$ cat src/logic/trig_word_pkg.sv
package trig_word_pkg;

    // time address width
    // 4096 sample slots in the delay memory
    localparam int ADDR_BITS = 12;

    // every trigger channel delivers one 16-bit word per valid
    localparam int WORD_BITS = 16;

    // top bit of the word marks a trigger
    localparam int FLAG_BIT = 15;

    // address field starts at bit 2
    // the two bits below it carry nothing useful
    localparam int ADDR_LSB = 2;

    // sample-time address, also the delay memory index
    typedef logic [ADDR_BITS-1:0] taddr_t;

    // raw word as it arrives from a trigger channel
    // [15] flag, [13:2] address, [1:0] ignored
    typedef logic [WORD_BITS-1:0] chan_word_t;

endpackage
$ cat src/logic/trig_chan_former.sv
`timescale 1ns/1ps

module trig_chan_former (
    input  logic                        sysclk_i,
    input  logic                        runrst_i,
    input  trig_word_pkg::chan_word_t   word_i,
    input  logic                        word_valid_i,
    input  logic                        grant_i,
    output logic                        pend_o,
    output trig_word_pkg::taddr_t       pend_addr_o,
    output logic                        scal_o
);

    logic                   pend_q;
    logic                   scal_q;
    trig_word_pkg::taddr_t  addr_q;
    logic                   take;

    // only a flagged, qualified word on an idle channel is caught
    // anything flagged while pending is simply dropped
    assign take = word_valid_i && word_i[trig_word_pkg::FLAG_BIT] && !pend_q;

    always_ff @(posedge sysclk_i) begin
        if (runrst_i) begin
            pend_q <= 1'b0;
            scal_q <= 1'b0;
        end else begin
            // scaler sees every capture, mask is applied later at the write
            scal_q <= take;
            // grant wins, pend is still high in the grant cycle so take is 0 there
            if (grant_i) begin
                pend_q <= 1'b0;
            end else if (take) begin
                pend_q <= 1'b1;
            end
        end
    end

    // address held until the sequencer picks it up
    always_ff @(posedge sysclk_i) begin
        if (take) begin
            addr_q <= word_i[trig_word_pkg::ADDR_LSB +: trig_word_pkg::ADDR_BITS];
        end
    end

    assign pend_o      = pend_q;
    assign pend_addr_o = addr_q;
    // one-cycle pulse, lines up with the first cycle of pend_o
    assign scal_o      = scal_q;

endmodule

$ cat config.mk
export PLATFORM = sky130hd
export DESIGN_NAME = trig_chan_former
export DESIGN_NICKNAME = d
export VERILOG_FILES = /design/src/logic/trig_word_pkg.sv /design/src/logic/trig_chan_former.sv
export SDC_FILE = /design/constraint.sdc
export NUM_CORES = 1
export LEC_CHECK = 0
export ABC_AREA = 0
export BUFFER_PORTS_ARGS = -buffer_cell sky130_fd_sc_hd__buf_2
export CAP_MARGIN = 20
export CELL_PAD_IN_SITES_DETAIL_PLACEMENT = 1
export CELL_PAD_IN_SITES_GLOBAL_PLACEMENT = 1
export CORE_MARGIN = 2
export CORE_UTILIZATION = 27
export CTS_CLUSTER_DIAMETER = 50
export DETAILED_ROUTE_END_ITERATION = 10
export GPL_ROUTABILITY_DRIVEN = 0
export PLACE_DENSITY_LB_ADDON = 0.1
export SYNTH_ARGS = -nofsm -noshare
export SYNTH_HDL_FRONTEND = slang
export SYNTH_SLANG_ARGS = --single-unit
$ cat constraint.sdc
create_clock -name sysclk_i -period 1.4 [get_ports sysclk_i]
set_input_delay 0.07 -clock sysclk_i [delete_from_list [all_inputs] [get_ports sysclk_i]]
set_output_delay 0.07 -clock sysclk_i [all_outputs]
set_load 0.05 [all_outputs]
==> results of run 1 <==
-- layout make-up --
cell class	count	share of cell area (%)
Sequential cell	14	50.7
Clock buffer	4	3.33
Tap cell	16	2.54
Multi-Input combinational cell	5	4.44
Timing Repair Buffer	46	39.0
-- per-stage QoR --
| stage | worst slack, ns | utilization [%] | power [mW] | cell area [µm²] |
|---|---|---|---|---|
| finish | 0.166 | 52.4 | 0.846 | 790 |
| global route | 0.121 | 52.4 | 0.894 | 790 |
| CTS | 0.172 | 52.4 | 0.865 | 790 |
| detailed placement | 0.417 | 40.7 | 0.601 | 613 |
| global placement | 0.476 | 40.7 | 0.595 | 613 |
| floorplan | 0.0974 | - | 0.557 | 435 |
-- sequential cells by signal, indices dropped and copies added (netlist names) --
signal	cells
pend_addr_o	12
scal_o	1
pend_o	1
-- timing repair --
action | in CTS | in global routing
hold endpoints to repair | 14 | 0
buffers inserted | 0 | 0
hold buffers | 15 | 0
-- critical path, stage by stage --
cell                            delay [ns]
sky130_fd_sc_hd__dlygate4sd3_1        0.53
sky130_fd_sc_hd__buf_2                0.13
sky130_fd_sc_hd__nor3_2               0.15
sky130_fd_sc_hd__dlygate4sd3_1        0.56
-- power by group through the flow --
stage	sequential [mW]	clock, mW	combinational [mW]
6_report	0.477	0.225	0.144
3_3_place_gp	0.486	0	0.109
2_1_floorplan	0.547	0	0.0101
3_5_place_dp	0.488	0	0.114
4_1_cts	0.478	0.242	0.145
5_1_grt	0.479	0.260	0.154
-- Yosys cell counts, drive strengths merged --
master and number:
nor3 2, nor2 1, dfxtp 2, nand2 1, a21oi 1, edfxtp 12
-- worst paths after layout --
| check | from | end | slack [ns] |
|---|---|---|---|
| worst min-delay path | word_i[15] | scal_o | 0.11 |
| worst max-delay path | grant_i | pend_o | 0.17 |
| worst min register to register | pend_o | scal_o | 0.53 |
| worst max register to register | pend_o | pend_o | 0.18 |
-- metal layers --
metal	vias up	global-route usage (%)	part of all wire, %
li1	173	-	-
met1	168	12.6	33
met2	19	24.7	61
met3	2	2.45	5.7
met4	0	7.27	0.56
met5	-	0	0
-- logic make-up after synthesis --
kind of cell    synth area share, %
flops                          92.5
compound gates                 1.15
simple gates                   6.36
==> run summary, run 1 <==
Routing
- **Wirelength per Cell** 12.5 µm
- **drt first pass iters** 3
- **via count** 362
- **Detailed Route WL** 1.06 mm
- **antenna-violating nets left** 0
- **1st-iter DRT viols** 1
- **routed via count divided by cell count** 4.26
- **DRC errors left** 0

Power
- **Static Leak** 0.346 nW
- **combinational share of power** 17.0%
- **ratio of total power to cell area** 1070 nW/µm²
- **Clock power frac** 26.6%
- **net switching share of the total power** 24.4%
- **Psw** 0.206 mW
- **design internal power** 0.640 mW
- **maximum resistive drop on vdd** 0.000535 V
- **power share of the sequential group** 56.4%

Critical path
- **sort of element at the start of the critical path** input port
- **start-to-end type of the worst setup path** input port to flop
- **Crit path required time** 1.61 ns
- **arrival time at the worst endpoint** 1.44 ns
- **critical path capture point type** flop
- **Max Fanout on Critical Path** 1
- **depth of the most critical reg-to-reg path** 3

Timing
- **Final Hold Violating Endpoints** 0
- **normalized max-slew margin** 83.3%
- **share of the clock period used by the worst path after layout** 88.1%
- **total setup violations reported at the end of the flow** 0
- **worst hold margin** 0.112 ns
- **minimum clock period** 1.23 ns
- **max-slew violations** 0
- **transition at the pin with the smallest max-transition slack** 0.252 ns
- **final sum of negative setup slack** 0 ns
- **maximum clock skew at final layout** 0.00624 ns
- **upper clock frequency limit** 0.811 GHz
- **RSZ-0062 raised after global routing** false

Clock tree
- **Root Buffer Master** sky130_fd_sc_hd__clkbuf_4
- **insertion delay to the later sink of the worst-skew pair** 0.27 ns
- **clock transition at the registers of the reported paths** 0.07 ns
- **# H-tree levels** 1
- **TritonCTS Sinks** 14
- **TritonCTS buffer count** 3
- **clock tree from TritonCTS** yes
- **number of buffers on the longest clock path** 2
- **Resized cells post-CTS** 0

Layout
- **Finished Layout Cells** 85
- **fill count** 170
- **most frequent cells in the layout** 30 x sky130_fd_sc_hd__buf_2, 15 x sky130_fd_sc_hd__dlygate4sd3_1, 12 x sky130_fd_sc_hd__edfxtp_1, 3 x sky130_fd_sc_hd__clkbuf_4
- **area growth from synthesis to layout** 82.4%
- **leading cell type in the layout, fill and taps excluded** sky130_fd_sc_hd__buf_2
- **diode insertion count for antenna repair** 0
- **total area of sequential cells** 400 µm²
- **share of layout cells above drive strength 1** 53.6%
- **fin nets** 90
- **area of the multi-input gates** 35.0 µm²

Synth
- **total standard cell area after synthesis** 433 µm²
- **largest cells by area after synthesis** sky130_fd_sc_hd__edfxtp_1 83%, sky130_fd_sc_hd__dfxtp_1 9.2%, sky130_fd_sc_hd__nor3_2 4.6%
- **post-synthesis sequential area ratio** 92.5%
- **post-synthesis instance total** 19
- **Warnings, synthesis** 0
- **Seq cells post-synth** 14
- **Synth cell types** 6
- **largest area contributor in the synthesized netlist** sky130_fd_sc_hd__edfxtp_1
- **number of nets produced by synthesis** 39
- **proportion of netlist area held by the largest area contributor** 83.2%
- **average footprint of a synthesized cell** 22.8 µm²

Global routing
- **grt total ovfl** 0
- **total routing usage reported by global routing** 12.9%
- **largest net degree at the start of global routing** 13
- **via count of the first global-routing pass** 413
- **global-route wire length before repair** 1.72 mm
- **antenna violations before repair** 0

Die
- **number of standard-cell rows in the floorplan** 14
- **number of I/O pins** 34
- **Starting Density** 28.7%
- **height of the die** 44.0 µm
- **die outline area** 1940 µm²
- **die width** 44.0 µm
- **area inside the core boundary** 1510 µm²

Job
- **max-cap violations** 0

Placed design
- **total placed cells including tap cells** 66
- **count of port buffers added during placement** 30

Min path
- **Hold Path Cell Cnt** 3
- **path class of the lowest-slack min-delay path** input port to flop

Status
- **status** finished, final reports clean

(Power assumes the default switching activity.)
==> inputs of run 2 (changes only) <==
MAX_ROUTING_LAYER = met4   (was unset)
clock period = 1.2 ns   (was 1.4 ns; I/O delays follow)
==> run 2 against run 1 <==
Effect of this change: final area fell by 1.6%; sequential power is 17% higher; combinational power is 13% higher; critical path depth decreased by 3; first-iteration DRC count rose by 100%; hold slack got worse by 0.019 ns; cell count fell by 2.4%; non-clock buffer count down 2; via count shrank 6.1%; flip-flop and latch count stayed put; die area stayed put; critical path type is now flop to output pin; largest power group unchanged.
==> run summary, run 2 (synthesized netlist as in run 1, its figures left out) <==
Layout
- **area growth from synthesis to layout** 79.5%
- **share of layout cells above drive strength 1** 53.7%
- **diode insertion count for antenna repair** 0
- **design area** 777 µm²
- **flip-flop count of the largest register, all copies and words added** 12
- **Finished Layout Cells** 83
- **leading cell type in the layout, fill and taps excluded** sky130_fd_sc_hd__buf_2
- **most frequent cells in the layout** 30 x sky130_fd_sc_hd__buf_2, 14 x sky130_fd_sc_hd__dlygate4sd3_1, 12 x sky130_fd_sc_hd__edfxtp_1, 3 x sky130_fd_sc_hd__clkbuf_4
- **fin nets** 88

Placed design
- **post-detailed-placement cell area** 611 µm²
- **total placed cells including tap cells** 65
- **count of port buffers added during placement** 30

Routing
- **DRC errors left** 0
- **drt first pass iters** 2
- **routed via count divided by cell count** 4.10
- **Wirelength per Cell** 11.7 µm
- **1st-iter DRT viols** 2
- **antenna-violating nets left** 0
- **Detailed Route WL** 973 µm
- **via count** 340

Min path
- **worst hold endpoint** pend_o
- **path class of the lowest-slack min-delay path** input port to flop
- **Hold Path Cell Cnt** 3
- **hold wc startpoint** word_i[15]

Timing
- **RSZ-0062 raised after global routing** false
- **share of the clock period used by the worst path after layout** 88.7%
- **Final Hold Violating Endpoints** 0
- **total setup violations reported at the end of the flow** 0
- **upper clock frequency limit** 0.939 GHz
- **transition at the pin with the smallest max-transition slack** 0.342 ns
- **minimum clock period** 1.06 ns
- **max-slew violations** 0
- **maximum clock skew at final layout** 0.00460 ns
- **normalized max-slew margin** 77.1%
- **worst hold margin** 0.0931 ns
- **final sum of negative setup slack** 0 ns

Global routing
- **via count of the first global-routing pass** 392
- **global-route wire length before repair** 1.64 mm
- **grt total ovfl** 0
- **antenna violations before repair** 0
- **total routing usage reported by global routing** 12.5%
- **largest net degree at the start of global routing** 13

Clock tree
- **clock transition at the registers of the reported paths** 0.07 ns
- **# H-tree levels** 1
- **insertion delay to the later sink of the worst-skew pair** 0.27 ns
- **Root Buffer Master** sky130_fd_sc_hd__clkbuf_4
- **TritonCTS buffer count** 3
- **clock tree from TritonCTS** yes
- **number of buffers on the longest clock path** 2
- **Setup Fix Bufs, Post-CTS** 0
- **TritonCTS Sinks** 14

Critical path
- **delay of the slowest critical-path stage** 0.43 ns
- **number of buffer and inverter instances along the worst setup path** 1
- **Max Fanout on Critical Path** 4
- **Slowest cell on crit path** sky130_fd_sc_hd__dfxtp_1
- **top cell family by delay on the critical path** flip-flops
- **setup slack of the most critical reg-to-reg path** 0.18 ns
- **cell-by-cell trace of the critical path** buf_2
- **critical path capture point type** output pin
- **startpoint of the most critical register-to-register path** pend_o
- **Crit path required time** 1.14 ns
- **sort of element at the start of the critical path** flop
- **depth of the most critical reg-to-reg path** 1
- **capturing point of the worst reg2reg path** pend_addr_o[8]
- **arrival time at the worst endpoint** 1.00 ns
- **start-to-end type of the worst setup path** flop to output pin

Die
- **die outline area** 1940 µm²
- **height of the die** 44.0 µm
- **Starting Density** 28.7%
- **die width** 44.0 µm
- **area inside the core boundary** 1510 µm²
- **number of standard-cell rows in the floorplan** 14
- **number of I/O pins** 34

Power
- **Static Leak** 0.335 nW
- **maximum resistive drop on vdd** 0.000658 V
- **ratio of total power to cell area** 1270 nW/µm²

Status
- **status** finished, final reports clean

Job
- **max-cap violations** 0

==> run 2: final cells by class <==
cell class	instances	area (µm²)
flip-flops and latches	14	400
repair buffers	44	290
well taps	16	20.0
clock buffers	4	26.3
fillers	168	729
multi-input cells	5	40.0
==> run 2: metal layers <==
layer / global-route usage (%) / routed length, µm
met1: 12.8 / 343
met2: 22.1 / 561
met3: 3.67 / 68
met4: 5.45 / 0
met5: - / 0
==> run 2: repair_timing <==
action | 4_1_cts | 5_1_grt
gates resized for setup | 0 | 0
hold endpoints to repair | 14 | 0
hold buffers | 14 | 0
==> run 2: per-stage QoR <==
step	setup WS (ns)	utilization (%)	total power [mW]
4_1_cts	0.116	51.6	1.01
3_5_place_dp	0.161	40.5	0.698
5_1_grt	0.0803	51.6	1.04
2_1_floorplan	0.0363	-	0.651
3_3_place_gp	0.215	40.5	0.694
6_report	0.135	51.6	0.986
==> run 2: report_power, final <==
part	switching, mW	internal (mW)
clock	0.138	0.129
combinational	0.0989	0.0636
sequential	0.00579	0.551
total	0.243	0.743
==> run 2: worst max path at each step <==
stage,start,end,slack [ns],cells after the start
3_3_place_gp,pend_o,pend_addr_o[10],0.21,1
5_1_grt,pend_o,pend_o,0.08,1
6_report,pend_o,pend_o,0.14,1
3_5_place_dp,pend_o,pend_addr_o[9],0.16,1
4_1_cts,pend_o,pend_o,0.12,1
2_1_floorplan,pend_o,pend_addr_o[0],0.04,1
