===== src/logic/trig_word_pkg.sv =====
package trig_word_pkg;

    // time address width
    // 4096 sample slots in the delay memory
    localparam int ADDR_BITS = 12;

    // every trigger channel delivers one 16-bit word per valid
    localparam int WORD_BITS = 16;

    // top bit of the word marks a trigger
    localparam int FLAG_BIT = 15;

    // address field starts at bit 2
    // the two bits below it carry nothing useful
    localparam int ADDR_LSB = 2;

    // sample-time address, also the delay memory index
    typedef logic [ADDR_BITS-1:0] taddr_t;

    // raw word as it arrives from a trigger channel
    // [15] flag, [13:2] address, [1:0] ignored
    typedef logic [WORD_BITS-1:0] chan_word_t;

endpackage

===== src/logic/trig_write_sequencer.sv =====
`timescale 1ns/1ps

module trig_write_sequencer #(
    parameter int NCHAN = 8
) (
    input  logic                            sysclk_i,
    input  logic                            runrst_i,
    input  logic [NCHAN-1:0]                pend_i,
    input  trig_word_pkg::taddr_t           pend_addr_i [NCHAN],
    input  logic [NCHAN-1:0]                mask_i,
    output logic [NCHAN-1:0]                grant_o,
    output logic                            wr_en_o,
    output trig_word_pkg::taddr_t           wr_addr_o,
    output logic [(NCHAN > 1 ? $clog2(NCHAN) : 1)-1:0] wr_chan_o
);

    localparam int CHAN_BITS = (NCHAN > 1) ? $clog2(NCHAN) : 1;

    // last channel granted, search starts just after it
    logic [CHAN_BITS-1:0]   last_q;
    logic [CHAN_BITS-1:0]   sel;
    logic                   any_pend;
    logic                   wr_en_q;
    trig_word_pkg::taddr_t  wr_addr_q;
    logic [CHAN_BITS-1:0]   wr_chan_q;

    // round-robin pick
    // walk offsets from high to low so the nearest pending channel wins
    always_comb begin
        int idx;
        any_pend = 1'b0;
        sel      = last_q;
        for (int k = NCHAN - 1; k >= 0; k--) begin
            idx = int'(last_q) + 1 + k;
            if (idx >= NCHAN) begin
                idx = idx - NCHAN;
            end
            if (pend_i[idx]) begin
                any_pend = 1'b1;
                sel      = CHAN_BITS'(idx);
            end
        end
        // one-hot grant, at most one per clock
        grant_o = '0;
        if (any_pend) begin
            grant_o[sel] = 1'b1;
        end
    end

    always_ff @(posedge sysclk_i) begin
        if (runrst_i) begin
            // first search after reset starts at channel 0
            last_q  <= CHAN_BITS'(NCHAN - 1);
            wr_en_q <= 1'b0;
        end else begin
            if (any_pend) begin
                last_q <= sel;
            end
            // masked channel is granted and cleared, but never written
            wr_en_q <= any_pend && !mask_i[sel];
        end
    end

    // write payload, qualified by wr_en
    always_ff @(posedge sysclk_i) begin
        if (any_pend) begin
            wr_addr_q <= pend_addr_i[sel];
            wr_chan_q <= sel;
        end
    end

    assign wr_en_o   = wr_en_q;
    assign wr_addr_o = wr_addr_q;
    assign wr_chan_o = wr_chan_q;

endmodule


===== config.mk =====
export PLATFORM = sky130hd
export DESIGN_NAME = trig_write_sequencer
export DESIGN_NICKNAME = d
export VERILOG_FILES = /design/src/logic/trig_word_pkg.sv /design/src/logic/trig_write_sequencer.sv
export SDC_FILE = /design/constraint.sdc
export NUM_CORES = 1
export LEC_CHECK = 0
export ABC_CLOCK_PERIOD_IN_PS = 3750
export BUFFER_PORTS_ARGS = -buffer_cell sky130_fd_sc_hd__buf_4
export CAP_MARGIN = 30
export CORE_UTILIZATION = 42
export DETAILED_ROUTE_END_ITERATION = 16
export GPL_TIMING_DRIVEN = 0
export PLACE_DENSITY = 0.82
export SKIP_CTS_REPAIR_TIMING = 1
export SYNTH_ARGS = -nofsm -noshare
export SYNTH_HDL_FRONTEND = slang
export SYNTH_SLANG_ARGS = --single-unit

===== constraint.sdc =====
create_clock -name sysclk_i -period 3.75 [get_ports sysclk_i]
set_input_delay 0.375 -clock sysclk_i [delete_from_list [all_inputs] [get_ports sysclk_i]]
set_output_delay 0.375 -clock sysclk_i [all_outputs]
set_load 0.01 [all_outputs]

==> impl_metrics.py, run 1 <==
metrics = {
    "timing": {
        "clock_skew_ns": 0.00457,
        "finalCritPeriodShare_pct": 114,
        "relSlewSlack_pct": 59.3,
        "setup_viol": 20,
        "setup_ws_ns": -0.509,
        "fin_crit_ns": 4.26,
        "fmax_ghz": 0.235,
        "rsz0062_at_grt": "yes",
        "holdWs_ns": 0.338,
        "worst_pin_slew_ns": 0.606,
        "finalMaxSlewViolations": 0,
        "fin_tns_setup_ns": -5.87,
        "hold_violations": 0,
    },
    "cts": {
        "cts_tree": "done",
        "clockBufferDepth": 2,
        "cts_root_buffer": "clkbuf_8",
        "clk_latency_ns": 0.26,
        "htree_levels": 1,
        "numClockSinks": 19,
        "cts_buffers": 3,
        "clkSlewWorstSetupHoldPaths_ns": 0.07,
    },
    "drt": {
        "drt_iter0_drc": 365,
        "wl_per_cell_um": 18.0,
        "drt-pass1-iter-count": 5,
        "num_vias": 2764,
        "avgViaCountPerCell": 5.82,
        "finalWirelength_um": 8560,
        "route.detailed.drc": 0,
        "ant_nets": 0,
    },
    "synth": {
        "syn_nets": 355,
        "synth-edff-count": 15,
        "synth_warnings": 0,
        "synth.largest_area_cell": "mux2i_1",
        "synth_top_area_share_pct": 25.2,
        "synth_cells": 239,
        "synth_area_leaders": "mux2i_1, edfxtp_1, mux4_2",
        "async_reset_ff_share_pct": 0,
        "yosysSeqAreaShare_pct": 20.9,
        "synth_ff_type": "edfxtp_1",
        "synth_area_per_cell_sq_um": 10.6,
        "synth_cell_types": 51,
        "synth-seq-cells": 19,
        "synthesis.area_sq_um": 2540,
    },
    "global_routing": {
        "grt_pass1_vias": 2605,
        "grt_use_met3_pct": 4.11,
        "overflow": 0,
        "grt_util_met1_pct": 30.3,
        "antenna_found_initial": 0,
        "busiest_layer": "met2",
        "grt_first_pass_wirelength_um": 12500,
        "grtUsageTotal_pct": 25.7,
        "grt_max_degree": 18,
        "use_met2_pct": 45.8,
    },
    "cells_and_area": {
        "syn_to_final_growth_pct": 59.6,
        "drive_gt1_share_pct": 58.1,
        "final_nets": 520,
        "layout_commonest_cell": "buf_4",
        "utilization_pct": 71.4,
        "antenna_cells": 0,
        "final_cells": 475,
        "nFillCells": 422,
        "layout_common_cells": "buf_4, mux2i_1, mux4_2, inv_1, edfxtp_1",
    },
    "worst_setup_path": {
        "arrival_ns": 3.88,
        "path_class": "reg -> out",
        "crit_path_max_fanout": 8,
        "critPathLaunchType": "flop",
        "endpoint_kind": "primary output",
        "required_ns": 3.38,
    },
    "placed_design": {
        "gp_congestion": 0.917,
        "placed_cells": 448,
        "io_buffers": 137,
        "dp_hpwl_um": 6500,
    },
    "die": {
        "pin_count": 138,
        "die_x_um": 79.7,
        "start_util_pct": 44.7,
        "die_area_sq_um": 6360,
        "placementRows": 27,
        "die_y_um": 79.7,
        "coreArea_sq_um": 5680,
    },
    "status": {
        "violations": "negative setup slack",
        "outcome": "finished with violations",
    },
    "flow_run": {
        "cap_violations": 0,
    },
    "min_path": {
        "hold_class": "in -> reg",
    },
}
-- worst paths after layout --
kind                                start           end  slack (ns)  cells after the start
worst min register to register  last_q[0]  wr_chan_o[0]        1.35                      6
worst max register to register  last_q[0]  wr_addr_o[5]       -0.24                     15
worst max-delay path            last_q[0]    grant_o[4]       -0.51                     15
worst min-delay path             runrst_i     last_q[1]        0.34                      2
-- metrics by stage --
step                      cell area, sq um  setup WS [ns]
final                                 4050         -0.509
after global routing                  4050         -0.635
after CTS                             3750         -0.997
after detailed placement              3700         -0.713
after global placement                3700         -0.650
after floorplan                       2580         0.0233
-- state kept, by name, summed over array words and instances, names as in the netlist --
signal and flops:
wr_addr_o 12, wr_en_o 1, wr_chan_o 3, last_q 3
-- layer usage --
metal | up-vias | wire length [um]
met1 | 1310 | 3210
met5 | - | 0
met2 | 159 | 4450
met4 | 0 | 347
met3 | 37 | 548
li1 | 1258 | -
-- cell families (layout without fill, tap and decap cells) --
family	after synthesis	count (layout)	share of synthesized area (%)
buffers and inverters	38	202	7.29
adders and majority gates	2	2	0.986
DFF	19	19	20.9
AOI/OAI and AO/OA	31	31	8.92
and+or+nand+nor	49	49	10.9
xor gates and xnor gates	5	5	2.81
muxes	95	95	48.2
-- area by class of cell --
class | count | area (sq um) | area share, %
multi-input combinational | 182 | 1900 | 47.0
sequential | 19 | 532 | 13.1
timing repair buffer | 160 | 1220 | 30.1
inverter | 19 | 82.6 | 2.04
clock buffer | 3 | 41.3 | 1.02
clock inverter | 1 | 7.51 | 0.185
buffer | 19 | 178 | 4.38
tap | 72 | 90.1 | 2.22
-- critical path: stages (launching register included) --
cell	delay (ns)
dfxtp_2	0.34
buf_6	0.11
buf_8	0.12
clkinvlp_4	0.13
ha_4	0.34
buf_12	0.13
mux2_4	0.32
mux4_2	0.51
nor2b_4	0.17
or2b_1	0.28
a2111oi_2	0.30
or4_4	0.22
buf_12	0.12
clkinvlp_4	0.14
nor3_2	0.24
buf_4	0.15
-- cells in the mapped netlist, types with 3 or more instances --
library cell / number
mux2i_1: 64
inv_1: 19
edfxtp_1: 15
mux4_2: 15
nor3_1: 12
mux2_2: 11
nand2_1: 10
buf_2: 7
clkbuf_1: 6
nand2b_1: 6
a21oi_1: 5
a221oi_1: 4
buf_6: 4
dfxtp_1: 4
mux4_1: 4
nor2_1: 4
a31oi_1: 3
o21ai_0: 3
or2_2: 3
Power of run 1 is not shown: default switching activity piles up to over one toggle a cycle in this logic, so the estimate is an artifact.
==> inputs of run 2 (changes only) <==
--- a/config.mk
+++ b/config.mk
@@ -5,7 +5,7 @@
 export SDC_FILE = /design/constraint.sdc
 export NUM_CORES = 1
 export LEC_CHECK = 0
-export ABC_CLOCK_PERIOD_IN_PS = 3750
+export ABC_CLOCK_PERIOD_IN_PS = 3900
 export BUFFER_PORTS_ARGS = -buffer_cell sky130_fd_sc_hd__buf_4
 export CAP_MARGIN = 30
 export CORE_UTILIZATION = 42
==> constraint.sdc (replaced) <==
create_clock -name sysclk_i -period 3.9 [get_ports sysclk_i]
set_input_delay 0.39 -clock sysclk_i [delete_from_list [all_inputs] [get_ports sysclk_i]]
set_output_delay 0.39 -clock sysclk_i [all_outputs]
set_load 0.01 [all_outputs]
==> run 2 against run 1 <==
Net effect: the flow still finishes with violations (negative setup slack); worst setup slack improved by 0.35 ns; via count decreased by 0.51%; die area unchanged; clock skew decreased by 0.0031 ns; critical path type unchanged; critical endpoint is now grant_o[7].
==> impl_metrics.py, run 2 (same netlist as run 1, synthesis figures left out) <==
metrics = {
    "global_routing": {
        "overflow": 0,
        "grt_pass1_vias": 2567,
        "grt_first_pass_wirelength_um": 12300,
        "grt_max_degree": 18,
        "antenna_found_initial": 0,
        "grtUsageTotal_pct": 25.5,
    },
    "timing": {
        "relSlewSlack_pct": 55.1,
        "setup_viol": 14,
        "fin_crit_ns": 4.06,
        "rsz0062_at_grt": "yes",
        "clock_skew_ns": 0.00146,
        "worst_pin_slew_ns": 0.669,
        "finalCritPeriodShare_pct": 104,
        "setup_ws_ns": -0.163,
        "hold_violations": 0,
        "fmax_ghz": 0.246,
        "finalMaxSlewViolations": 0,
    },
    "status": {
        "outcome": "finished with violations",
        "violations": "negative setup slack",
    },
    "placed_design": {
        "dp_hpwl_um": 6420,
        "pre_cts_ws_ns": -0.629,
        "gp_congestion": 0.894,
        "io_buffers": 137,
    },
    "drt": {
        "wl_per_cell_um": 18.8,
        "drt-pass1-iter-count": 5,
        "finalWirelength_um": 8930,
        "ant_nets": 0,
        "route.detailed.drc": 0,
        "avgViaCountPerCell": 5.78,
        "num_vias": 2750,
        "drt_iter0_drc": 296,
    },
    "worst_setup_path": {
        "path_class": "reg -> out",
        "crit_path_max_fanout": 10,
        "arrival_ns": 3.67,
        "required_ns": 3.51,
        "endpoint_kind": "primary output",
        "critPathLaunchType": "flop",
    },
    "die": {
        "pin_count": 138,
        "die_x_um": 79.7,
        "die_y_um": 79.7,
        "die_area_sq_um": 6360,
        "placementRows": 27,
        "coreArea_sq_um": 5680,
        "start_util_pct": 44.7,
    },
    "cells_and_area": {
        "layout_common_cells": "buf_4, mux2i_1, mux4_2, inv_1, edfxtp_1",
        "final_nets": 521,
        "drive_gt1_share_pct": 57.9,
        "antenna_cells": 0,
        "layout_commonest_cell": "buf_4",
        "syn_to_final_growth_pct": 61.3,
        "largest_reg_flops": 12,
    },
    "flow_run": {
        "cap_violations": 0,
    },
    "cts": {
        "cts_tree": "done",
        "cts_root_buffer": "clkbuf_8",
        "clockBufferDepth": 2,
        "htree_levels": 1,
        "clkSlewWorstSetupHoldPaths_ns": 0.07,
        "cts_buffers": 3,
        "clk_latency_ns": 0.26,
        "numClockSinks": 19,
    },
    "min_path": {
        "hold_class": "in -> reg",
    },
}
[run 2: cell count changes in the layout (fill, tap and decap cells not counted), sizes merged]
| cell | change |
|---|---|
| clkbuf | +2 |
| clkinvlp | -2 |
| inv | +1 |
[run 2: area by class of cell]
type                    count  area [sq um]
plain buffers              19           168
clock buffers               4          45.0
fillers                   400          1580
inverters                  19          78.8
multi-input cells         182          1940
flip-flops and latches     19           532
well taps                  72          90.1
repair buffers            161          1240
[run 2: per-layer routing]
layer | wire (um) | vias to the layer above | global-route usage (%)
li1 | - | 1260 | -
met1 | 3270 | 1293 | 29.9
met2 | 4650 | 165 | 43.8
met3 | 716 | 32 | 5.14
met4 | 299 | 0 | 12.9
met5 | 0 | - | 0
[run 2: worst paths after layout]
path                                 from           end  slack, ns  cells after the start
worst max-delay path            last_q[0]    grant_o[7]      -0.16                     17
worst min-delay path             runrst_i     last_q[1]       0.35                      2
worst max register to register  last_q[0]  wr_addr_o[9]      -0.03                     16
worst min register to register  last_q[0]  wr_addr_o[2]       1.28                      5
[run 2: critical path, cell delays in order (launching register included)]
cell and delay [ns]:
dfxtp_2 0.34, buf_6 0.13, buf_12 0.11, clkinvlp_4 0.09, ha_4 0.33, buf_12 0.13
buf_4 0.10, mux4_2 0.57, nand2_1 0.13, a221oi_1 0.08, nor3_1 0.20, o41a_1 0.17
buf_2 0.14, buf_4 0.24, buf_4 0.23, inv_2 0.08, nor3_1 0.17, buf_4 0.15
[run 2: stage by stage]
| stage | setup TNS [ns] | hold WS (ns) | instances | util (%) | instance area [sq um] |
|---|---|---|---|---|---|
| after floorplan | -0.0955 | 0.491 | 239 | - | 2540 |
| after global placement | -9.93 | 0.607 | 448 | 64.5 | 3660 |
| after detailed placement | -11.82 | 0.612 | 448 | 64.5 | 3660 |
| after CTS | -14.62 | 0.347 | 452 | 65.3 | 3710 |
| after global routing | -3.49 | 0.348 | 476 | 72.1 | 4090 |
| final | -1.13 | 0.349 | 476 | 72.1 | 4090 |
Power of run 2 is left out for the same reason.
