==> config.mk <==
export PLATFORM = sky130hd
export DESIGN_NAME = trig_event_fifo
export DESIGN_NICKNAME = d
export VERILOG_FILES = /design/src/logic/trig_word_pkg.sv /design/src/logic/trig_event_pkg.sv /design/src/logic/trig_event_fifo.sv
export SDC_FILE = /design/constraint.sdc
export NUM_CORES = 1
export LEC_CHECK = 0
export BUFFER_PORTS_ARGS = -buffer_cell sky130_fd_sc_hd__buf_2
export CAP_MARGIN = 40
export CORE_MARGIN = 2
export CORE_UTILIZATION = 52
export CTS_BUF_LIST = sky130_fd_sc_hd__clkbuf_16
export DETAILED_ROUTE_END_ITERATION = 8
export PLACE_DENSITY_LB_ADDON = 0.08
export RECOVER_POWER = 25
export SYNTH_ARGS = -nofsm -noshare
export SYNTH_HDL_FRONTEND = slang
export SYNTH_SLANG_ARGS = --single-unit
==> constraint.sdc <==
create_clock -name sysclk_i -period 4.79 [get_ports sysclk_i]
set_clock_uncertainty 0.1 [all_clocks]
set_input_delay 1.437 -clock sysclk_i [delete_from_list [all_inputs] [get_ports sysclk_i]]
set_output_delay 1.437 -clock sysclk_i [all_outputs]
set_load 0.05 [all_outputs]
==> src/logic/trig_word_pkg.sv <==
package trig_word_pkg;

    // time address width
    // 4096 sample slots in the delay memory
    localparam int ADDR_BITS = 12;

    // every trigger channel delivers one 16-bit word per valid
    localparam int WORD_BITS = 16;

    // top bit of the word marks a trigger
    localparam int FLAG_BIT = 15;

    // address field starts at bit 2
    // the two bits below it carry nothing useful
    localparam int ADDR_LSB = 2;

    // sample-time address, also the delay memory index
    typedef logic [ADDR_BITS-1:0] taddr_t;

    // raw word as it arrives from a trigger channel
    // [15] flag, [13:2] address, [1:0] ignored
    typedef logic [WORD_BITS-1:0] chan_word_t;

endpackage
==> src/logic/trig_event_pkg.sv <==
package trig_event_pkg;

    // latency, offset, holdoff and prescale all share this width
    localparam int CFG_BITS = 16;

    typedef logic [CFG_BITS-1:0] cfg_t;

    // upper bound on the channel count
    // the event word always reserves this many channel bits
    localparam int MAX_CHAN = 8;

    // event = offset address on top, channel bits below
    localparam int EVENT_BITS = trig_word_pkg::ADDR_BITS + MAX_CHAN;

    // [EVENT_BITS-1:MAX_CHAN] address minus offset
    // [MAX_CHAN-1:0] channel bits, unused channels read as zero
    typedef logic [EVENT_BITS-1:0] event_t;

endpackage

==> src/logic/trig_event_fifo.sv <==
`timescale 1ns/1ps

module trig_event_fifo #(
    parameter int FIFO_DEPTH = 16
) (
    input  logic                    sysclk_i,
    input  logic                    runrst_i,
    input  logic                    push_i,
    input  trig_event_pkg::event_t  event_i,
    input  logic                    evt_ack_i,
    output logic                    evt_req_o,
    output trig_event_pkg::event_t  evt_data_o,
    output logic                    overflow_o
);

    localparam int PTR_BITS = $clog2(FIFO_DEPTH);

    // handshake states
    typedef enum logic [1:0] {
        HS_IDLE,
        HS_REQ,
        HS_ACK_LOW
    } hs_state_t;

    trig_event_pkg::event_t mem_q [FIFO_DEPTH];

    // one extra bit on each pointer tells full from empty
    logic [PTR_BITS:0]      wr_ptr_q;
    logic [PTR_BITS:0]      rd_ptr_q;
    logic                   empty;
    logic                   full;
    logic                   pop;
    logic                   overflow_q;
    hs_state_t              state_q;

    assign empty = (wr_ptr_q == rd_ptr_q);
    assign full  = (wr_ptr_q[PTR_BITS] != rd_ptr_q[PTR_BITS])
                && (wr_ptr_q[PTR_BITS-1:0] == rd_ptr_q[PTR_BITS-1:0]);
    // entry leaves as req drops
    assign pop   = (state_q == HS_REQ) && evt_ack_i;

    always_ff @(posedge sysclk_i) begin
        if (runrst_i) begin
            wr_ptr_q   <= '0;
            rd_ptr_q   <= '0;
            overflow_q <= 1'b0;
            state_q    <= HS_IDLE;
        end else begin
            // full queue drops the event, flag sticks until reset
            if (push_i && full) begin
                overflow_q <= 1'b1;
            end else if (push_i) begin
                wr_ptr_q <= wr_ptr_q + 1'b1;
            end
            if (pop) begin
                rd_ptr_q <= rd_ptr_q + 1'b1;
            end
            case (state_q)
                // req only rises with data waiting and ack back low
                HS_IDLE: begin
                    if (!empty && !evt_ack_i) begin
                        state_q <= HS_REQ;
                    end
                end
                HS_REQ: begin
                    if (evt_ack_i) begin
                        state_q <= HS_ACK_LOW;
                    end
                end
                // consumer has to release ack before the next word
                HS_ACK_LOW: begin
                    if (!evt_ack_i) begin
                        state_q <= HS_IDLE;
                    end
                end
                default: state_q <= HS_IDLE;
            endcase
        end
    end

    always_ff @(posedge sysclk_i) begin
        if (push_i && !full) begin
            mem_q[wr_ptr_q[PTR_BITS-1:0]] <= event_i;
        end
    end

    assign evt_req_o  = (state_q == HS_REQ);
    // head entry, only moves on a pop so it is steady under req
    assign evt_data_o = mem_q[rd_ptr_q[PTR_BITS-1:0]];
    assign overflow_o = overflow_q;

endmodule

==> results of run 1 <==
==> worst max-delay path, cell delays in order, from the launching register on <==
cell and delay, ns:
dfxtp_4 0.51, buf_12 0.34, mux4_2 0.54, a22oi_1 0.28
nand2_1 0.10, buf_2 0.22
==> logic make-up after synthesis <==
group	share of synthesized area, %
compound gates	2.839
xor+xnor	0.6806
fa+ha+maj	0.4861
buf+inv	1.322
flops	77.31
mux	14.08
simple gates	3.286
==> stage by stage <==
stage	hold slack, ns	total power (uW)	std cells	utilization [%]
after floorplan	0.3626	3536	613	-
after global placement	0.3505	3635	974	56.12
after detailed placement	0.3655	3644	974	56.12
after CTS	0.3893	6165	1037	60.56
after global routing	0.4223	6300	1037	60.48
final	0.3819	6103	1037	60.48
==> worst max path at each step <==
| stage | start | endpoint | slack [ns] | depth (start not counted) |
|---|---|---|---|---|
| 2_1_floorplan | push_i | mem_q[12][0] | 1.03 | 3 |
| 3_3_place_gp | flip-flop | evt_data_o[19] | 1.22 | 5 |
| 3_5_place_dp | flip-flop | evt_data_o[19] | 1.23 | 5 |
| 4_1_cts | flip-flop | evt_data_o[9] | 0.66 | 5 |
| 5_1_grt | flip-flop | evt_data_o[9] | 0.57 | 5 |
| 6_report | flip-flop | evt_data_o[9] | 0.73 | 5 |
==> cell type report <==
class,instances,area [um^2]
sequential,337,9957
timing repair buffer,71,437.9
inverter,6,22.52
clock buffer,36,900.9
multi-input combinational,236,2805
tap,324,405.4
clock inverter,27,180.2
fill,1754,9610
==> routing by layer <==
metal	wire, um	GRT usage, %	up-vias
li1	-	-	2696
met1	11250	30.43	3242
met2	13420	35.88	204
met3	1695	3.775	43
met4	429	5.438	4
met5	27	0	-
==> power by group through the flow <==
stage,sequential [uW],combinational (uW),clock (uW)
floorplan,3330,203,0
global placement,3340,299,0
detailed placement,3340,306,0
CTS,3280,307,2580
global route,3280,325,2700
finish,3280,300,2530
==> cell usage after synthesis, types with 2 or more instances <==
master,instances,area (um^2)
edfxtp_1,320,9609
mux4_2,80,1802
a22oi_1,40,300.3
nand2_1,34,127.6
clkbuf_1,25,93.84
nor2_1,25,93.84
dfxtp_1,17,340.3
buf_2,8,40.04
xor2_1,8,70.07
nor3_1,7,35.03
inv_1,6,22.52
ha_1,5,62.56
nand4_1,5,31.28
nand3_1,4,20.02
nor2b_1,3,18.77
or4_1,3,22.52
and3_1,2,12.51
nor4_1,2,12.51
xnor2_1,2,17.52
==> flip-flops by register name (all words and copies together), names as in the netlist, named ones only <==
signal	cells
mem_q	320
rd_ptr_q	5
wr_ptr_q	5
state_q	2
overflow_o	1
==> results.tsv, run 1 <==
metric	value	unit
run status	finished, final reports clean	
die area	26020	um^2
Design Area, Final	14710	um^2
detailed placement HPWL	14490	um
worst skew pair latency	0.50	ns
most frequent cells in the layout	320 x edfxtp_1, 80 x mux4_2, 40 x a22oi_1, 36 x clkbuf_16, 34 x nand2_1	
CTS Buf Count	35	
setup TNS	0	ns
P_int	4833	uW
worst hold start	overflow_o	
Max-slew headroom	51.29	%
Cells after Synth	613	
worst vdd ir	0.0002531	V
RSZ-0062 raised after global routing	no	
Slew Viols, Final	0	
Via-to-Cell Ratio	5.968	
DRT iter0 DRCs	648	
Clock Path Buffers	3	
H-tree Lvls	2	
WS Path Type	reg2out	
Congestion Overflow GR	0	
core area	24320	um^2
fin crit period	4.064	ns
layout cells sized above 1	28.75	%
worst reg-to-reg setup slack	2.18	ns
Ports	46	
post-CTS sizing	0	
Hold Crit Class	reg2reg	
root buffer cell	clkbuf_16	
hold_buf cts	0	
largest net degree at the start of global routing	81	
Cell Pwr Density	414.9	nW/um^2
Area growth syn-to-layout	14.29	%
Mapped Area	12870	um^2
Antenna Cells	0	
post-route antenna net violation count	0	
FF-to-FF path depth	5	
Cell variety after synth	36	
vias in the first global route	6577	
worst path required time	3.25	ns
RePlAce Congestion	0.7396	
Mean Syn Cell Area	20.99	um^2
reg-to-reg startpoint	rd_ptr_q[4]	
pre-CTS setup slack	1.227	ns
clock-pin slew on the worst setup and hold paths	0.06	ns
Post-CTS Setup Bufs	0	
ys async rst share	0	%
final wirelength	26820	um
hold path depth	1	
clock power share	41.4	%
period utilisation layout	84.85	%
commonest non-fill, non-tap cell in the layout	edfxtp_1	
fin nets	716	
Synth Register Bits	337	
placed cell area	13650	um^2
P_leak	0.004717	uW
Remaining DRCs	0	
crit path DAT	2.53	ns
port bufs	45	
final setup vio count	0	
wire per inst	25.87	um
Switching Fraction	20.81	%
Pre-antenna DRT Iters	5	
worst-path fanout max	38	
Die Span Y	161.3	um
CTS tree	done	
total track usage	21.64	%
clk sinks	337	
Mapped Nets	642	
register area share after synthesis	77.31	%
Hold Path Sink	overflow_o	
CP startpoint kind	flip-flop	
final worst slack	0.7257	ns
Chip Width	161.3	um
combinational fraction of design power	4.9	%
initial antenna violation count	2	
Seq pwr share	53.7	%
total of max-cap violations	0	
Initial Utilization	52.92	%
first-pass GRT wire length	40920	um
EDFF count, synth	320	
Synth Flop Type	edfxtp_1	
count of final hold-check violations	0	
fmax	0.2460	GHz
actual slew at the worst max-slew pin	0.7245	ns
synth warn	0	
detailed-route via count	6189	
Critical Path End Type	output pin	
Rows	57	
RR Endpoint	mem_q[2][14]	
Psw	1270	uW
No activity file was read; power rests on OpenSTA's default activity.
==> run 2, diff against run 1 <==
ABC_AREA = 1   (was default)
clock period = 3.52 ns   (was 4.79 ns; I/O delays follow)
==> run 2 against run 1 <==
Net effect: die area up 7.7%; total power is 41% higher; hold slack worse by 0.030 ns; sequential power increased by 36%; synthesized area increased by 7.9%; the run now ends with DRC left; flip-flop and latch count unchanged; critical path depth up 1.
==> results.tsv, run 2 <==
metric	value	unit
hold_buf cts	0	
worst vdd ir	0.0004447	V
largest net degree at the start of global routing	117	
Chip Width	167.4	um
wire per inst	20.58	um
first-pass GRT wire length	48420	um
Via-to-Cell Ratio	5.545	
worst path bufs/invs	2	
fill count	2148	
delay-heaviest family, CP	buffers and inverters	
CTS tree	done	
Mapped Area	13880	um^2
count of final hold-check violations	0	
Mapped Nets	1163	
detailed placement HPWL	17180	um
synth warn	0	
slowest stage delay, CP	0.54	ns
Initial Utilization	53.13	%
fmax	0.2946	GHz
root buffer cell	clkbuf_16	
die area	28020	um^2
total of max-cap violations	0	
clk sinks	337	
Synth Flop Type	edfxtp_1	
fin nets	1216	
Antenna Cells	0	
Mean Syn Cell Area	12.24	um^2
leading area contributor after synthesis	edfxtp_1	
H-tree Lvls	2	
actual slew at the worst max-slew pin	0.6844	ns
Max-slew headroom	54.37	%
Cell variety after synth	29	
run status	finished, violations left	
ys async rst share	0	%
Die Span Y	167.4	um
Rows	59	
final setup vio count	0	
initial antenna violation count	2	
final wirelength	31880	um
worst skew pair latency	0.51	ns
RePlAce Congestion	0.7656	
Post-synth top cells	320 x edfxtp_1, 171 x inv_1, 129 x nand3_1	
CP most frequent cell	nand3_1	
placed cell area	14570	um^2
Hold Crit Class	reg2reg	
EDFF count, synth	320	
layout cells sized above 1	11.94	%
WP depth	6	
P_leak	0.005625	uW
commonest non-fill, non-tap cell in the layout	edfxtp_1	
total track usage	22.99	%
Crit-path slowest cell	dfxtp_4	
top cell type's share of synthesized area	69.21	%
pre-CTS setup slack	0.5949	ns
worst path required time	2.36	ns
violated checks	DRC	
dominant cells by area after synthesis	edfxtp_1 69%, nand3_1 4.6%, inv_1 4.6%	
port bufs	45	
Design Area, Final	15720	um^2
Area growth syn-to-layout	13.24	%
CP startpoint kind	flip-flop	
clock-pin slew on the worst setup and hold paths	0.06	ns
post-route antenna net violation count	0	
DRT iter0 DRCs	879	
worst-path fanout max	116	
Largest register FFs	320	
Cell Pwr Density	547.0	nW/um^2
final worst slack	0.1257	ns
Critical Path End Type	output pin	
vias in the first global route	8079	
period utilisation layout	96.43	%
Ports	46	
core area	26130	um^2
Slew Viols, Final	0	
count leader, synth	edfxtp_1	
detailed-route via count	8589	
fin crit period	3.394	ns
Clock Path Buffers	3	
RSZ-0062 raised after global routing	yes	
Congestion Overflow GR	0	
Cells after Synth	1134	
Pre-antenna DRT Iters	8	
Synth Register Bits	337	
Remaining DRCs	3	
Cell Chain, Critical Path	buf_16, o211ai_1, nand3_1, nand3_1, nand2_1, clkbuf_4	
FF-to-FF path depth	9	
crit path DAT	2.24	ns
most frequent cells in the layout	320 x edfxtp_1, 180 x inv_1, 129 x nand3_1, 124 x nand2_1, 90 x a21oi_1	
final core occ	60.16	%
CTS Buf Count	37	
hold path depth	2	
register area share after synthesis	71.66	%
WS Path Type	reg2out	
Pwr Total	8600	uW
run 2: cell families after synthesis:
| family | after synthesis | synth area share, % |
|---|---|---|
| compound gates | 255 | 10.65 |
| xor+xnor | 4 | 0.2524 |
| fa+ha+maj | 5 | 0.4506 |
| buf+inv | 244 | 7.660 |
| flops | 337 | 71.66 |
| simple gates | 289 | 9.327 |
run 2: worst paths after layout:
kind	from	endpoint	slack (ns)
max	flip-flop	evt_data_o[0]	0.13
min	overflow_o	overflow_o	0.35
max reg2reg	wr_ptr_q[2]	mem_q[13][8]	1.41
min reg2reg	overflow_o	overflow_o	0.35
run 2: metal layers:
| metal | GRT usage [%] | share of wire (%) | wire [um] | vias up |
|---|---|---|---|---|
| met5 | 0 | 0.085 | 27 | - |
| met3 | 4.065 | 6.8 | 2179 | 53 |
| met1 | 32.44 | 43 | 13810 | 4146 |
| li1 | - | - | - | 4118 |
| met4 | 5.784 | 2.1 | 676 | 4 |
| met2 | 37.54 | 48 | 15180 | 268 |
run 2: where the power goes:
group          switching [uW]  total [uW]  internal (uW)
logic                     414         565            151
clock network            1480        3570           2100
registers                25.0        4460           4440
total                    1920        8600           6680
run 2: area by class of cell:
cell class | instances | area [um^2] | share of cell area [%]
Clock inverter | 28 | 178.9 | 1.138
Timing Repair Buffer | 82 | 640.6 | 4.074
Tap cell | 335 | 419.2 | 2.666
Clock buffer | 38 | 950.9 | 6.048
Sequential cell | 337 | 9958 | 63.34
Multi-Input combinational cell | 553 | 2912 | 18.52
Inverter | 176 | 663.1 | 4.218
run 2: what timing repair did:
| action | CTS | global route |
|---|---|---|
| endpoints found under the setup margin | 0 | 12 |
| setup buffers | 0 | 1 |
| resized for setup | 0 | 9 |
run 2: worst reg2reg max path: stages (launching register included):
cell	delay, ns
dfxtp_1	0.51
nand2_1	0.09
nand2_1	0.08
nor2_2	0.06
nand3_4	0.09
nand2_4	0.09
inv_4	0.10
nand2_2	0.10
nor2_2	0.35
buf_12	0.25
run 2: metrics by stage:
stage | cells | hold slack, ns | TNS (ns)
final | 1549 | 0.3519 | 0
after global routing | 1549 | 0.3842 | -0.03659
after CTS | 1548 | 0.3579 | 0
after detailed placement | 1482 | 0.3488 | 0
after global placement | 1482 | 0.3359 | 0
after floorplan | 1134 | 0.3335 | 0
==> run 3, diff against run 2 <==
CORE_UTILIZATION = 48   (was 52)
==> run 3 against run 2 <==
Net effect: the flow now finishes without violations; sequential share of layout area fell by 0.33 points; critical path depth did not move; hold slack got worse by 0.0017 ns; maximum frequency rose by 0.55%; final area rose by 0.53%; global-route usage fell by 1.9 points; clock-buffer cell count fell by 1; via count fell by 1.5%; register-to-register slack got worse by 0.18 ns; non-clock buffer count rose by 1; critical path type unchanged; highest routed layer unchanged.
==> results.tsv, run 3 (same netlist as run 2, synthesis figures left out) <==
metric	value	unit
count of final hold-check violations	0	
Placed Instances	1531	
Pre-antenna DRT Iters	5	
commonest non-fill, non-tap cell in the layout	edfxtp_1	
Crit-path slowest cell	dfxtp_4	
Cell Pwr Density	541.1	nW/um^2
worst vdd ir	0.0004350	V
crit path DAT	2.22	ns
Rows	62	
final wirelength	31960	um
DRT iter0 DRCs	592	
vias in the first global route	8057	
Initial Utilization	48.51	%
first-pass GRT wire length	47920	um
clock power share	41.2	%
worst-path fanout max	143	
combinational fraction of design power	6.7	%
CP most frequent cell	nand3_1	
Remaining DRCs	0	
clock-pin slew on the worst setup and hold paths	0.06	ns
P_leak	0.005603	uW
WS Path Type	reg2out	
most frequent cells in the layout	320 x edfxtp_1, 173 x inv_1, 129 x nand3_1, 124 x nand2_1, 90 x a21oi_1	
layout cells sized above 1	12.14	%
Max-slew headroom	56.56	%
total track usage	21.06	%
final setup vio count	0	
Switching Fraction	22.42	%
CP startpoint kind	flip-flop	
worst path required time	2.36	ns
setup TNS	0	ns
Largest register FFs	320	
clk sinks	337	
Slew Viols, Final	0	
post-route antenna net violation count	0	
Pwr Total	8552	uW
Clock Path Buffers	3	
CTS Buf Count	36	
Area growth syn-to-layout	13.83	%
core area	28630	um^2
port bufs	45	
wire per inst	20.04	um
Antenna Cells	0	
total of max-cap violations	0	
root buffer cell	clkbuf_16	
Cell Chain, Critical Path	buf_16, o211ai_1, nand3_1, nand3_1, nand2_1, clkbuf_4	
Seq pwr share	52.2	%
Die Span Y	174.1	um
Congestion Overflow GR	0	
slowest stage delay, CP	0.43	ns
run status	finished, final reports clean	
P_int	6635	uW
Ports	46	
fin nets	1216	
delay-heaviest family, CP	buffers and inverters	
largest net degree at the start of global routing	144	
Psw	1917	uW
die area	30300	um^2
fmax	0.2962	GHz
initial antenna violation count	2	
fill count	2394	
CTS tree	done	
detailed-route via count	8464	
fin crit period	3.376	ns
H-tree Lvls	2	
worst skew pair latency	0.52	ns
RePlAce Congestion	0.7670	
Critical Path End Type	output pin	
Hold Crit Class	reg2reg	
period utilisation layout	95.91	%
Chip Width	174.1	um
fin cells	1595	
Via-to-Cell Ratio	5.307	
actual slew at the worst max-slew pin	0.6516	ns
worst path bufs/invs	2	
RSZ-0062 raised after global routing	yes	
detailed placement HPWL	17620	um
hold_buf cts	0	
## run 3: cell types whose count changed in the layout (fill, tap and decap cells not counted), sizes merged
cell	delta
clkinv	+3
clkinvlp	-1
buf	+2
clkbuf	-2
inv	-5
## run 3: worst paths after layout
path              slack (ns)             end  cells after the start        start
setup / recovery        0.14  evt_data_o[18]                      6    flip-flop
hold / removal          0.35      overflow_o                      2   overflow_o
setup reg to reg        1.23   mem_q[12][13]                      9  wr_ptr_q[2]
hold reg to reg         0.35      overflow_o                      2   overflow_o
## run 3: per-stage QoR
stage	area [um^2]	hold slack [ns]	util, %	worst slack, ns
after global routing	15810	0.3730	55.21	-0.03253
after floorplan	13880	0.3335	-	0.8944
final	15810	0.3502	55.21	0.1441
after CTS	15750	0.3538	55.01	0.04919
after global placement	14660	0.3337	51.21	0.6299
after detailed placement	14660	0.3415	51.21	0.6241
## run 3: worst register-to-register path, delay by kind of cell, from the launching register on
family / cells / cell delay, ns
simple gates: 7 / 1.02
flops: 1 / 0.50
buf+inv: 2 / 0.35
## run 3: power by group through the flow
stage	logic (uW)	clock network, uW	registers (uW)
floorplan	393	0	4530
global placement	557	0	4550
detailed placement	561	0	4550
CTS	563	3600	4460
global route	630	3740	4460
finish	570	3520	4460
## run 3: cell type report
class / instances / area, um^2 / area share (%)
sequential: 337 / 9958 / 63.01
multi-input combinational: 553 / 2912 / 18.42
clock buffer: 37 / 925.9 / 5.858
timing repair buffer: 83 / 704.4 / 4.457
inverter: 176 / 663.1 / 4.196
tap: 384 / 480.5 / 3.040
clock inverter: 25 / 161.4 / 1.021
## run 3: per-layer routing
metal,vias up,routed length (um),track usage [%]
li1,4107,-,-
met1,4086,14280,29.13
met2,214,15310,34.59
met3,53,1768,3.959
met4,4,573,5.427
met5,-,31,0
## run 3: repair_timing
| action | in CTS | in global routing |
|---|---|---|
| setup buffers | 0 | 1 |
| resized for setup | 0 | 5 |
| setup endpoints to repair | 0 | 7 |
